<file path="config.mk">
export PLATFORM = sky130hd
export DESIGN_NAME = audio_out_top
export DESIGN_NICKNAME = d
export VERILOG_FILES = /design/src/hdl/audio_pkg.sv /design/src/hdl/audio_reg_pkg.sv /design/src/hdl/audio_cfg_if.sv /design/src/hdl/audio_ctrl_regs.sv /design/src/hdl/sample_mixer.sv /design/src/hdl/sigma_delta_modulator.sv /design/src/hdl/audio_out_top.sv
export SDC_FILE = /design/constraint.sdc
export NUM_CORES = 2
export LEC_CHECK = 0
export ABC_AREA = 0
export BUFFER_PORTS_ARGS = -buffer_cell sky130_fd_sc_hd__buf_4
export CAP_MARGIN = 20
export CORE_MARGIN = 3
export CORE_UTILIZATION = 24
export DETAILED_ROUTE_END_ITERATION = 7
export GPL_TIMING_DRIVEN = 0
export PLACE_DENSITY_LB_ADDON = 0.2
export RECOVER_POWER = 25
export SLEW_MARGIN = 20
export SYNTH_ARGS = -nofsm -noshare
export SYNTH_HDL_FRONTEND = slang
export SYNTH_HIERARCHICAL = 1
export SYNTH_SLANG_ARGS = --single-unit
export TNS_END_PERCENT = 100
</file>
<file path="constraint.sdc">
create_clock -name clk -period 14.7 [get_ports clk]
set_input_delay 2.205 -clock clk [delete_from_list [all_inputs] [get_ports clk]]
set_output_delay 2.205 -clock clk [all_outputs]
set_load 0.03 [all_outputs]
</file>
<file path="src/hdl/audio_pkg.sv">
// sample path constants shared by the mixer, the modulator and the config interface
// import with audio_pkg::* in the module header
`default_nettype none

package audio_pkg;

  // sample format
  localparam int SAMPLE_W = 15;  // signed sample width, default for DATA_W

  // volume scaling, sample * vol >>> 6
  localparam int VOL_W     = 7;   // covers 0..64
  localparam int VOL_MAX   = 64;  // unity gain
  localparam int VOL_SHIFT = 6;

  // modulator tick divider
  localparam int DIV_W = 8;

  // interpolation counter width, 16 ticks per sample
  localparam int INTERP_DEFAULT = 4;

  // sigma/delta word growth
  localparam int SD_GAIN_W   = 2;  // headroom for the x3 input gain
  localparam int SD_ACC1_W   = 2;  // extra bits, first integrator
  localparam int SD_ACC2_W   = 5;  // extra bits, second integrator
  localparam int SD_DITHER_W = 4;  // dither bits added before the quantizer

  // noise generators
  localparam int LFSR1_W = 24;
  localparam int LFSR2_W = 19;
  localparam logic [LFSR1_W-1:0] LFSR1_SEED = 24'h654321;
  localparam logic [LFSR2_W-1:0] LFSR2_SEED = 19'h12345;

  // the second lfsr is added into the first, so it has to be the narrower one
  localparam int LFSR_PAD_W = LFSR1_W - LFSR2_W;

endpackage

`default_nettype wire

</file>
<file path="src/hdl/audio_reg_pkg.sv">
// host register map of the audio output stage
// import with audio_reg_pkg::* in the module header
`default_nettype none

package audio_reg_pkg;

  localparam int REG_DATA_W = 8;

  typedef enum logic [1:0] {
    REG_VOL_L = 2'd0,  // left volume, 0..64
    REG_VOL_R = 2'd1,  // right volume, 0..64
    REG_CTRL  = 2'd2,  // bit 0 mute, bit 1 enable
    REG_DIV   = 2'd3   // tick every div+1 clocks
  } reg_addr_e;

  typedef enum logic {
    REG_READ  = 1'b0,
    REG_WRITE = 1'b1
  } reg_op_e;

  localparam int CTRL_MUTE_BIT   = 0;
  localparam int CTRL_ENABLE_BIT = 1;

  // reset values
  localparam logic [REG_DATA_W-1:0] VOL_RESET  = 8'd64;
  localparam logic [REG_DATA_W-1:0] CTRL_RESET = 8'd2;  // enabled, not muted
  localparam logic [REG_DATA_W-1:0] DIV_RESET  = 8'd3;

endpackage

`default_nettype wire

</file>
<file path="src/hdl/audio_cfg_if.sv">
// configuration from the register block to the mixer
// regs side drives everything, user side only reads
`timescale 1ns/1ns
`default_nettype none

interface audio_cfg_if import audio_pkg::*; ();

  logic [VOL_W-1:0] vol_l;   // 0..64
  logic [VOL_W-1:0] vol_r;
  logic             mute;    // zeroes both channels
  logic             enable;  // gates the modulator tick
  logic [DIV_W-1:0] div;     // tick period minus one

  modport regs (
    output vol_l,
    output vol_r,
    output mute,
    output enable,
    output div
  );

  modport user (
    input vol_l,
    input vol_r,
    input mute,
    input enable,
    input div
  );

endinterface

`default_nettype wire

</file>
<file path="src/hdl/audio_ctrl_regs.sv">
// host register block: volumes, mute/enable and tick divider
// four-phase req/ack slave, ack one cycle after req, write lands on that same edge
`timescale 1ns/1ns
`default_nettype none

module audio_ctrl_regs import audio_pkg::*, audio_reg_pkg::*; (
  input  logic                  clk,
  input  logic                  reset,
  input  logic                  reg_req,
  input  reg_op_e               reg_op,
  input  reg_addr_e             reg_addr,
  input  logic [REG_DATA_W-1:0] reg_wdata,
  output logic                  reg_ack,
  output logic [REG_DATA_W-1:0] reg_rdata,
  audio_cfg_if.regs             cfg
);

  logic                  access;  // new request, not yet acked
  logic [VOL_W-1:0]      vol_wr;  // clamped volume
  logic [REG_DATA_W-1:0] rd_val;

  assign access = reg_req && !reg_ack;

  // anything above unity gain is pinned at 64
  assign vol_wr = (reg_wdata > REG_DATA_W'(VOL_MAX)) ? VOL_W'(VOL_MAX)
                                                     : VOL_W'(reg_wdata);

  // read mux
  always_comb begin
    case (reg_addr)
      REG_VOL_L: rd_val = REG_DATA_W'(cfg.vol_l);
      REG_VOL_R: rd_val = REG_DATA_W'(cfg.vol_r);
      REG_CTRL: begin
        rd_val                  = '0;
        rd_val[CTRL_MUTE_BIT]   = cfg.mute;
        rd_val[CTRL_ENABLE_BIT] = cfg.enable;
      end
      REG_DIV:   rd_val = REG_DATA_W'(cfg.div);
      default:   rd_val = '0;
    endcase
  end

  // handshake and register writes
  always_ff @(posedge clk) begin
    if (reset) begin
      reg_ack    <= 1'b0;
      cfg.vol_l  <= VOL_W'(VOL_RESET);
      cfg.vol_r  <= VOL_W'(VOL_RESET);
      cfg.mute   <= CTRL_RESET[CTRL_MUTE_BIT];
      cfg.enable <= CTRL_RESET[CTRL_ENABLE_BIT];
      cfg.div    <= DIV_W'(DIV_RESET);
    end else if (access) begin
      reg_ack <= 1'b1;
      if (reg_op == REG_WRITE) begin
        case (reg_addr)
          REG_VOL_L: cfg.vol_l <= vol_wr;
          REG_VOL_R: cfg.vol_r <= vol_wr;
          REG_CTRL: begin
            cfg.mute   <= reg_wdata[CTRL_MUTE_BIT];
            cfg.enable <= reg_wdata[CTRL_ENABLE_BIT];
          end
          REG_DIV:   cfg.div <= DIV_W'(reg_wdata);
          default:   ;
        endcase
      end
    end else if (!reg_req && reg_ack) begin
      reg_ack <= 1'b0;  // host released req
    end
  end

  // read data, held until the next read
  always_ff @(posedge clk) begin
    if (access && reg_op == REG_READ) begin
      reg_rdata <= rd_val;
    end
  end

endmodule

`default_nettype wire

</file>
<file path="src/hdl/sample_mixer.sv">
// sample input stage: four-phase sample port, volume scaling and mute
// also divides the clock down to the modulator tick
`timescale 1ns/1ns
`default_nettype none

module sample_mixer import audio_pkg::*; #(
  parameter int DATA_W = SAMPLE_W
) (
  input  logic                     clk,
  input  logic                     reset,
  input  logic                     smp_req,
  input  logic signed [DATA_W-1:0] smp_left,
  input  logic signed [DATA_W-1:0] smp_right,
  output logic                     smp_ack,
  audio_cfg_if.user                cfg,
  output logic signed [DATA_W-1:0] ldatasum,
  output logic signed [DATA_W-1:0] rdatasum,
  output logic                     tick
);

  logic                     load;     // first cycle of a request
  logic signed [DATA_W-1:0] l_hold;   // scaled sample, left
  logic signed [DATA_W-1:0] r_hold;   // scaled sample, right
  logic [DIV_W-1:0]         div_cnt;  // clocks left to the next tick

  // sample * vol >>> 6
  // vol is at most 64, so the result always fits back into DATA_W
  function automatic logic signed [DATA_W-1:0] scale(
    input logic signed [DATA_W-1:0] smp,
    input logic [VOL_W-1:0]         vol
  );
    logic signed [DATA_W+VOL_W:0] prod;
    logic signed [DATA_W+VOL_W:0] shifted;
    prod    = smp * $signed({1'b0, vol});
    shifted = prod >>> VOL_SHIFT;
    return shifted[DATA_W-1:0];
  endfunction

  assign load = smp_req && !smp_ack;

  // sample port handshake
  always_ff @(posedge clk) begin
    if (reset) begin
      smp_ack <= 1'b0;
    end else if (load) begin
      smp_ack <= 1'b1;
    end else if (!smp_req && smp_ack) begin
      smp_ack <= 1'b0;
    end
  end

  // holding registers, a new sample simply replaces the old one
  always_ff @(posedge clk) begin
    if (reset) begin
      l_hold <= '0;
      r_hold <= '0;
    end else if (load) begin
      l_hold <= scale(smp_left, cfg.vol_l);
      r_hold <= scale(smp_right, cfg.vol_r);
    end
  end

  // mute acts on the held value, so unmute restores the last sample
  assign ldatasum = cfg.mute ? '0 : l_hold;
  assign rdatasum = cfg.mute ? '0 : r_hold;

  // tick every div+1 clocks while enabled
  always_ff @(posedge clk) begin
    if (reset) begin
      div_cnt <= '0;
      tick    <= 1'b0;
    end else if (!cfg.enable) begin
      div_cnt <= cfg.div;  // restart a full period on enable
      tick    <= 1'b0;
    end else if (div_cnt == '0) begin
      div_cnt <= cfg.div;
      tick    <= 1'b1;
    end else begin
      div_cnt <= div_cnt - 1'b1;
      tick    <= 1'b0;
    end
  end

endmodule

`default_nettype wire

</file>
<file path="src/hdl/sigma_delta_modulator.sv">
// stereo linear interpolator and second order sigma/delta modulator
// all state advances on tick only; lfsr dither is shared by both channels
`timescale 1ns/1ns
`default_nettype none

module sigma_delta_modulator import audio_pkg::*; #(
  parameter int DATA_W      = SAMPLE_W,
  parameter int INTERP_BITS = INTERP_DEFAULT
) (
  input  logic                     clk,
  input  logic                     reset,
  input  logic                     tick,
  input  logic signed [DATA_W-1:0] ldatasum,
  input  logic signed [DATA_W-1:0] rdatasum,
  output logic                     left,
  output logic                     right
);

  localparam int ID = INTERP_BITS;
  localparam int GW = DATA_W + SD_GAIN_W;  // gained input
  localparam int A1 = GW + SD_ACC1_W;      // first accumulator
  localparam int A2 = GW + SD_ACC2_W;      // second accumulator
  localparam int QW = A2 + 1;              // quantizer input

  // noise
  logic [LFSR1_W-1:0] lfsr1;
  logic [LFSR2_W-1:0] lfsr2;
  logic [LFSR1_W-1:0] seed_sum;
  logic [LFSR1_W-1:0] seed_prev;
  logic [LFSR1_W-1:0] seed_out;  // differenced, so high-pass
  logic [QW-1:0]      dither;

  // per channel, index 0 left, index 1 right
  logic [ID-1:0]        int_cnt;
  logic [DATA_W-1:0]    data_in   [2];
  logic [DATA_W-1:0]    data_cur  [2];
  logic [DATA_W-1:0]    data_prev [2];
  logic [DATA_W:0]      step      [2];
  logic [DATA_W+ID-1:0] data_int  [2];
  logic [DATA_W-1:0]    int_out   [2];
  logic [GW-1:0]        gain      [2];
  logic [GW-1:0]        er0       [2];
  logic [GW-1:0]        er0_prev  [2];
  logic [A1-1:0]        aca1      [2];
  logic [A1-1:0]        ac1       [2];
  logic [A2-1:0]        aca2      [2];
  logic [A2-1:0]        ac2       [2];
  logic [QW-1:0]        quant     [2];
  logic [1:0]           sd_out;

  assign data_in[0] = ldatasum;
  assign data_in[1] = rdatasum;

  // two lfsrs, each reseeded if it ever locks up at all ones
  always_ff @(posedge clk) begin
    if (reset) begin
      lfsr1     <= LFSR1_SEED;
      lfsr2     <= LFSR2_SEED;
      seed_sum  <= '0;
      seed_prev <= '0;
      seed_out  <= '0;
    end else if (tick) begin
      if (&lfsr1) lfsr1 <= LFSR1_SEED;
      else lfsr1 <= {lfsr1[LFSR1_W-2:0], ~(lfsr1[23] ^ lfsr1[22] ^ lfsr1[21] ^ lfsr1[16])};
      if (&lfsr2) lfsr2 <= LFSR2_SEED;
      else lfsr2 <= {lfsr2[LFSR2_W-2:0],
                     ~(lfsr2[18] ^ lfsr2[17] ^ lfsr2[16] ^ lfsr2[13] ^ lfsr2[0])};
      seed_sum  <= lfsr1 + {{LFSR_PAD_W{1'b0}}, lfsr2};
      seed_prev <= seed_sum;
      seed_out  <= seed_sum - seed_prev;
    end
  end

  assign dither = {{(QW-SD_DITHER_W){seed_out[SD_DITHER_W-1]}}, seed_out[SD_DITHER_W-1:0]};

  always_comb begin
    for (int c = 0; c < 2; c++) begin
      // slope of the current segment, one extra bit for the signed difference
      step[c] = {data_cur[c][DATA_W-1], data_cur[c]} - {data_prev[c][DATA_W-1], data_prev[c]};
      int_out[c] = data_int[c][DATA_W+ID-1:ID];

      // x3 as 2x + x
      gain[c] = ({{SD_GAIN_W{int_out[c][DATA_W-1]}}, int_out[c]} << 1)
              + {{SD_GAIN_W{int_out[c][DATA_W-1]}}, int_out[c]};

      quant[c] = {ac2[c][A2-1], ac2[c]} + dither;

      // quantizer sign selects +full scale or -full scale feedback
      er0[c] = quant[c][QW-1] ? {1'b1, {(GW-1){1'b0}}} : {1'b0, {(GW-1){1'b1}}};

      aca1[c] = {{SD_ACC1_W{gain[c][GW-1]}}, gain[c]}
              - {{SD_ACC1_W{er0[c][GW-1]}}, er0[c]} + ac1[c];
      aca2[c] = {{(SD_ACC2_W-SD_ACC1_W){aca1[c][A1-1]}}, aca1[c]}
              - {{SD_ACC2_W{er0[c][GW-1]}}, er0[c]}
              - {{(SD_ACC2_W+1){er0_prev[c][GW-1]}}, er0_prev[c][GW-1:1]}  // half of last error
              + ac2[c];
    end
  end

  always_ff @(posedge clk) begin
    if (reset) begin
      int_cnt <= '0;
      sd_out  <= '0;
      for (int c = 0; c < 2; c++) begin
        data_cur[c]  <= '0;
        data_prev[c] <= '0;
        data_int[c]  <= '0;
        ac1[c]       <= '0;
        ac2[c]       <= '0;
        er0_prev[c]  <= '0;
      end
    end else if (tick) begin
      int_cnt <= int_cnt + 1'b1;
      for (int c = 0; c < 2; c++) begin
        if (int_cnt == '0) begin
          // new segment starts where the last one ended
          data_prev[c] <= data_cur[c];
          data_cur[c]  <= data_in[c];
          data_int[c]  <= {data_cur[c], {ID{1'b0}}};
        end else begin
          data_int[c] <= data_int[c] + {{(ID-1){step[c][DATA_W]}}, step[c]};
        end
        ac1[c]      <= aca1[c];
        ac2[c]      <= aca2[c];
        er0_prev[c] <= er0[c] + 1'b1;
        // silence gives a plain toggle instead of idle tones
        sd_out[c]   <= (gain[c] == '0) ? ~sd_out[c] : ~er0[c][GW-1];
      end
    end
  end

  assign left  = sd_out[0];
  assign right = sd_out[1];

endmodule

`default_nettype wire

</file>
<file path="src/hdl/audio_out_top.sv">
// audio output stage top level: register block, sample mixer and sigma/delta modulator
// host side is two four-phase req/ack ports, outputs are two one-bit streams
`timescale 1ns/1ns
`default_nettype none

module audio_out_top import audio_pkg::*, audio_reg_pkg::*; #(
  parameter int DATA_W      = SAMPLE_W,
  parameter int INTERP_BITS = INTERP_DEFAULT
) (
  input  logic                     clk,
  input  logic                     reset,
  // host register port
  input  logic                     reg_req,
  input  reg_op_e                  reg_op,
  input  reg_addr_e                reg_addr,
  input  logic [REG_DATA_W-1:0]    reg_wdata,
  output logic                     reg_ack,
  output logic [REG_DATA_W-1:0]    reg_rdata,
  // sample port
  input  logic                     smp_req,
  input  logic signed [DATA_W-1:0] smp_left,
  input  logic signed [DATA_W-1:0] smp_right,
  output logic                     smp_ack,
  // bitstreams
  output logic                     left,
  output logic                     right
);

  logic signed [DATA_W-1:0] ldatasum;
  logic signed [DATA_W-1:0] rdatasum;
  logic                     tick;  // modulator clock enable

  audio_cfg_if cfg ();

  audio_ctrl_regs i_regs (
    .clk       (clk),
    .reset     (reset),
    .reg_req   (reg_req),
    .reg_op    (reg_op),
    .reg_addr  (reg_addr),
    .reg_wdata (reg_wdata),
    .reg_ack   (reg_ack),
    .reg_rdata (reg_rdata),
    .cfg       (cfg)
  );

  sample_mixer #(.DATA_W(DATA_W)) i_mixer (
    .clk       (clk),
    .reset     (reset),
    .smp_req   (smp_req),
    .smp_left  (smp_left),
    .smp_right (smp_right),
    .smp_ack   (smp_ack),
    .cfg       (cfg),
    .ldatasum  (ldatasum),
    .rdatasum  (rdatasum),
    .tick      (tick)
  );

  sigma_delta_modulator #(.DATA_W(DATA_W), .INTERP_BITS(INTERP_BITS)) i_sdm (
    .clk       (clk),
    .reset     (reset),
    .tick      (tick),
    .ldatasum  (ldatasum),
    .rdatasum  (rdatasum),
    .left      (left),
    .right     (right)
  );

endmodule

`default_nettype wire

</file>
== After elaboration in Yosys (flattened, before gate mapping) ==
Memories as Yosys holds them, arrays and structs flattened.
Cells that the tools add are included.
Cells by class
  bitwise gates (word level): 29
  multiplexer cells: 44
  multiply operators: 2
  div/mod/pow operators: 0
  add/sub/neg operators: 24
  magnitude comparators: 1
  reductions and logical operators: 23
  equality and inequality tests: 3
  shifts and indexed selects: 0
Operator list (number)
  $mux 19: 7
  $mux 15: 6
  $add 19x19->19: 4
  $mux 17: 4
  $add 22x4->23: 2
  $add 22x22->22: 2
  $mux 22: 2
  $sub 22x22->22: 2
  $mul 15x8->21: 2
  $sub 19x17->20: 2
  $sub 17x17->18: 2
  $add 16x15->17: 2
  $add 17x1->17 const B: 2
  $logic_not 17->1: 2
  $pmux 8 s4: 1
  $sub 15x15->16: 2
  $mux 24: 1
  $reduce_and 24->1: 1
  $mux 1: 20
  $reduce_and 19->1: 1
  $mux 8: 2
  $or 1x1->1: 14
  $reduce_and 3->1: 4
  $gt 8x7->1 const B: 1
  other kinds (16): 38
Word-level totals
  bits in registers: 134
  bits in read-only memories: 0
  output and inout port bits: 12
  bits of input ports: 45
  memories: 6
  bits in latches: 0
  RAM bits: 214
Memory list
  i_sdm.ac2: depth 2, width 22, read ports 2, clocked after memory_dff 0, wr ports 2, line sigma_delta_modulator.sv:47  | logic [A2-1:0] ac2 [2];
  i_sdm.ac1: depth 2, width 19, read ports 2, clocked after memory_dff 0, wr ports 2, line sigma_delta_modulator.sv:45  | logic [A1-1:0] ac1 [2];
  i_sdm.data_int: depth 2, width 19, read ports 2, clocked after memory_dff 0, wr ports 2, line sigma_delta_modulator.sv:39  | logic [DATA_W+ID-1:0] data_int [2];
  i_sdm.er0_prev: depth 2, width 17, read ports 2, clocked after memory_dff 0, wr ports 2, line sigma_delta_modulator.sv:43  | logic [GW-1:0] er0_prev [2];
  i_sdm.data_cur: depth 2, width 15, read ports 2, clocked after memory_dff 0, wr ports 2, line sigma_delta_modulator.sv:36  | logic [DATA_W-1:0] data_cur [2];
  i_sdm.data_prev: depth 2, width 15, read ports 2, clocked after memory_dff 0, wr ports 2, line sigma_delta_modulator.sv:37  | logic [DATA_W-1:0] data_prev [2];

== Longest topological paths before layout ==
  depth in word-level cells: 8
  gate-level depth with buffers: 47

== Cells and area by module ==
The synthesis kept the hierarchy.
Modules (own cells, without submodules)
  sigma_delta_modulator: instances 1, area an instance 21824.7 um2, cells an instance 2388, sequential area each 6656.4 um2
  sample_mixer: instances 1, area an instance 8694.6 um2, cells an instance 977, sequential area each 800.8 um2
  audio_ctrl_regs: instances 1, area an instance 1531.5 um2, cells an instance 130, sequential area each 740.7 um2

== Worst setup path after synthesis ==
OpenSTA, ideal clock, no wires.
  kind: reg2reg
  start point: register i_sdm.seed_out[3]
  end point: memory i_sdm/ac2[0][21] (netlist name), data pin
  setup time: 0.266 ns
  arrival: 9.941 ns
  buffers on the path: 3
  cell stages (with the launch flop): 44
  slack: 4.493 ns
  path through: dfxtp_1 -> ha_1 -> nand3_1 -> or3_1 -> or3_1 -> o32a_1 -> and3_1 -> clkbuf_1 -> clkinv_1 -> buf_2 -> clkbuf_1 -> ha_1 -> inv_1 -> fa_1 -> a21o_1 -> a21oi_1 -> o21a_1 -> o21ai_0 -> [8 not listed] -> a311oi_1 -> nand3_1 -> xnor2_1 -> fa_1 -> inv_1 -> ha_1 -> nand3_1 -> o21ai_0 -> a21oi_1 -> xnor2_1 -> ha_1 -> inv_1 -> o21ai_0 -> a41oi_1 -> mux2i_1 -> o211ai_1 -> xnor2_1 -> nor2_1
RTL lines
  start: declaration: line sigma_delta_modulator.sv:30  | logic [LFSR1_W-1:0] seed_out;
  start signal: assignment: line sigma_delta_modulator.sv:70  | seed_out <= seed_sum - seed_prev;
  end: declaration: line sigma_delta_modulator.sv:47

==> results.sh <==
export IMPL_yosys_top_cells_area="edfxtp_1 (18%), ha_1 (15%), fa_1 (11%)"
export IMPL_diodes=0
export IMPL_crit_family="compound AO/OA/AOI/OAI gates"
export IMPL_cpPeakStageDelay_ps=800
export IMPL_nets=4195
export IMPL_grt_pass1_vias=24667
export IMPL_cts_tree="built"
export IMPL_root_buffer="clkbuf_16"
export IMPL_yosys_most_used_dff="edfxtp_1"
export IMPL_cp_end_kind="flip-flop"
export IMPL_synth_cell_types=102
export IMPL_hpwl_um=66200
export IMPL_crit_top_cell="ha_1"
export IMPL_coreArea_um2=132000
export IMPL_die_area_um2=138000
export IMPL_via_per_inst=4.53
export IMPL_crit_arrival_ps=12380
export IMPL_antenna_found_initial=0
export IMPL_synth_area_um2=32100
export IMPL_synth_edff_count=189
export IMPL_crit_buf_inv=5
export IMPL_post_cts_resized=0
export IMPL_violations="max-capacitance violations, max-slew violations"
export IMPL_seqCellArea_um2=8200
export IMPL_clock_latency_ps=600
export IMPL_drtPass1Iterations=5
export IMPL_synth_top_area_share_pct=17.7
export IMPL_wire_per_inst_um=15.5
export IMPL_numCtsBuffers=42
export IMPL_setup_violations=0
export IMPL_syn2layout_area_growth_pct=12.9
export IMPL_cts_hold_buf=0
export IMPL_layout_min_cycle_time_ps=12080
export IMPL_finalWirelength_um=83700
export IMPL_slowest_stage="a31oi_1"
export IMPL_rrSetupSlack_ps=2620
export IMPL_synth_async_sr_flop_share_pct=0
export IMPL_initial_utilization_pct=24.3
export IMPL_drc=0
export IMPL_rows=133
export IMPL_syn_num_nets=4092
export IMPL_rsz0062_at_grt="no"
export IMPL_place_congestion=0.778
export IMPL_period_share_pct=82.2
export IMPL_clk_path_buf_depth=3
export IMPL_fin_setup_tns_ps=0
export IMPL_htree_levels=2
export IMPL_drtIter0Drc=1022
export IMPL_pin_count=57
export IMPL_synth_largest_area_cell="edfxtp_1"
export IMPL_relSlewSlack_pct=-93.9
export IMPL_synthCells=3495
export IMPL_crit_fanout=32
export IMPL_ys_ff_latch=315
export IMPL_crit_required_ps=15010
export IMPL_drv_slew=54
export IMPL_grt_use_total_pct=12.1
export IMPL_yosysSeqAreaShare_pct=25.6
export IMPL_via_count=24380
export IMPL_clkSlewWorstSetupHoldPaths_ps=60
export IMPL_postCtsSetupBuffers=0
export IMPL_grt_pass1_wl_um=135000
export IMPL_max_freq_mhz=82.8
export IMPL_dieHeight_um=371
export IMPL_port_buffers=56
export IMPL_clock_sinks=315
export IMPL_run_status="finished with violations"
export IMPL_grt_max_degree=72
export IMPL_skew_ps=21.5
export IMPL_avgSynthCellArea_um2=9.17
export IMPL_drive_gt1_share_pct=4.82
export IMPL_multi_input_area_um2=22100
export IMPL_dieWidth_um=371
export IMPL_worst_pin_slew_ps=2890
export IMPL_start_kind="flip-flop"
export IMPL_crit_type="reg2reg"
export IMPL_gr_total_overflow=0
export IMPL_finalHoldViolations=0
export IMPL_ys_warn_count=6
export IMPL_hold_class="reg2reg"
export IMPL_ant_nets=0
export IMPL_max_cap_viol_count=1
export IMPL_fillerInstances=14130
-- worst reg2reg max path, delay by kind of cell, from the launching register on --
| family | cells | cell delay [ps] |
|---|---|---|
| AO/OA/AOI/OAI | 16 | 5140 |
| buffers and inverters | 5 | 1610 |
| adder cells (fa/ha/maj) | 7 | 2460 |
| XOR/XNOR | 4 | 720 |
| flip-flops | 1 | 500 |
| AND/OR/NAND/NOR | 7 | 1180 |
| multiplexers | 1 | 160 |
-- cell usage after synthesis (all sizes together), types with 15 or more instances --
cell type  instances
o311ai            15
o21a              42
fa               172
a21oi            169
clkbuf            77
a211o             28
nand2            195
nor3              69
nor2             281
a22o              34
a211oi            43
and3              82
edfxtp           189
o211ai            16
nor2b             66
nand3             61
xnor2            176
and2             177
ha               380
mux2i             52
dfxtp            126
o21bai            28
o21ai            102
nand4             34
inv              350
xor2              82
a31oi             27
a21o             105
nand2b            67
o31ai             15
-- stage by stage --
step,hold WS (ps),std cells,worst slack [ps],area [µm²],utilization [%]
floorplan,417,3495,4490,32100,-
global placement,434,5306,1260,34700,26.3
detailed placement,433,5309,2560,34800,26.3
CTS,448,5385,2510,36300,27.5
global route,478,5385,1600,36200,27.4
finish,446,5385,2620,36200,27.4
-- cell usage in the layout, fill, tap and decap left out, types with 16 or more instances in the layout --
master     instances
nand2b_1          67
xor2_1            82
a31oi_1           25
o211ai_1          16
o21bai_1          28
clkbuf_16         47
nand4_1           34
dfxtp_1          125
and3_1            82
a21oi_1          169
o21ai_0          100
ha_1             380
a21o_1           104
o21a_1            40
nor3_1            67
edfxtp_1         189
buf_4             41
mux2i_1           52
inv_1            349
fa_1             172
a22o_1            34
nand3_1           61
nor2b_1           65
xnor2_1          176
a211oi_1          42
clkbuf_1         100
nor2_1           280
and2_1           170
a211o_1           27
nand2_1          195
-- cell families (layout without fill, tap and decap cells) --
kind of cell / after synthesis / count (layout) / synth area share, %
flops: 315 / 315 / 25.6
fa+ha+maj: 552 / 552 / 25.6
compound gates: 735 / 735 / 16.0
simple gates: 1129 / 1129 / 18.3
buf+inv: 442 / 577 / 5.32
xor+xnor: 259 / 259 / 7.12
mux: 63 / 63 / 2.09
-- layout make-up --
type	instances	share of cell area, %
plain buffers	89	1.00
clock inverters	14	0.595
inverters	353	3.67
repair buffers	59	1.22
multi-input cells	2738	61.2
flip-flops and latches	315	22.7
well taps	1755	6.07
clock buffers	62	3.57
-- layer usage --
layer | GRT usage (%) | routed length [µm] | vias up
li1 | - | - | 12566
met1 | 17.1 | 42700 | 11513
met2 | 19.9 | 37700 | 228
met3 | 1.46 | 2040 | 73
met4 | 2.29 | 1260 | 0
met5 | 0 | 0 | -
-- registers in the layout (all words and copies together) (netlist names), 8 cells and up --
name              count
i_mixer/l_hold       15
i_sdm/lfsr1          24
i_sdm/data_prev      30
i_regs/reg_rdata      8
i_mixer/r_hold       15
i_mixer/div_cnt       8
i_sdm/ac2            44
i_sdm/data_int       38
i_sdm/ac1            38
i_sdm/data_cur       30
i_regs/cfg.div        8
i_sdm/lfsr2          19
-- final timing paths --
kind,start,to,cells after the start
min,i_mixer/l_hold[9],i_mixer/l_hold[9],1
min reg2reg,i_mixer/l_hold[9],i_mixer/l_hold[9],1
max,i_sdm/seed_out[3],i_sdm/ac2[0][43],40
max reg2reg,i_sdm/seed_out[3],i_sdm/ac2[0][43],40
Power is left out: the tool's default activity adds up to more than one toggle a clock period on the data nets, which glitch-free logic cannot reach.
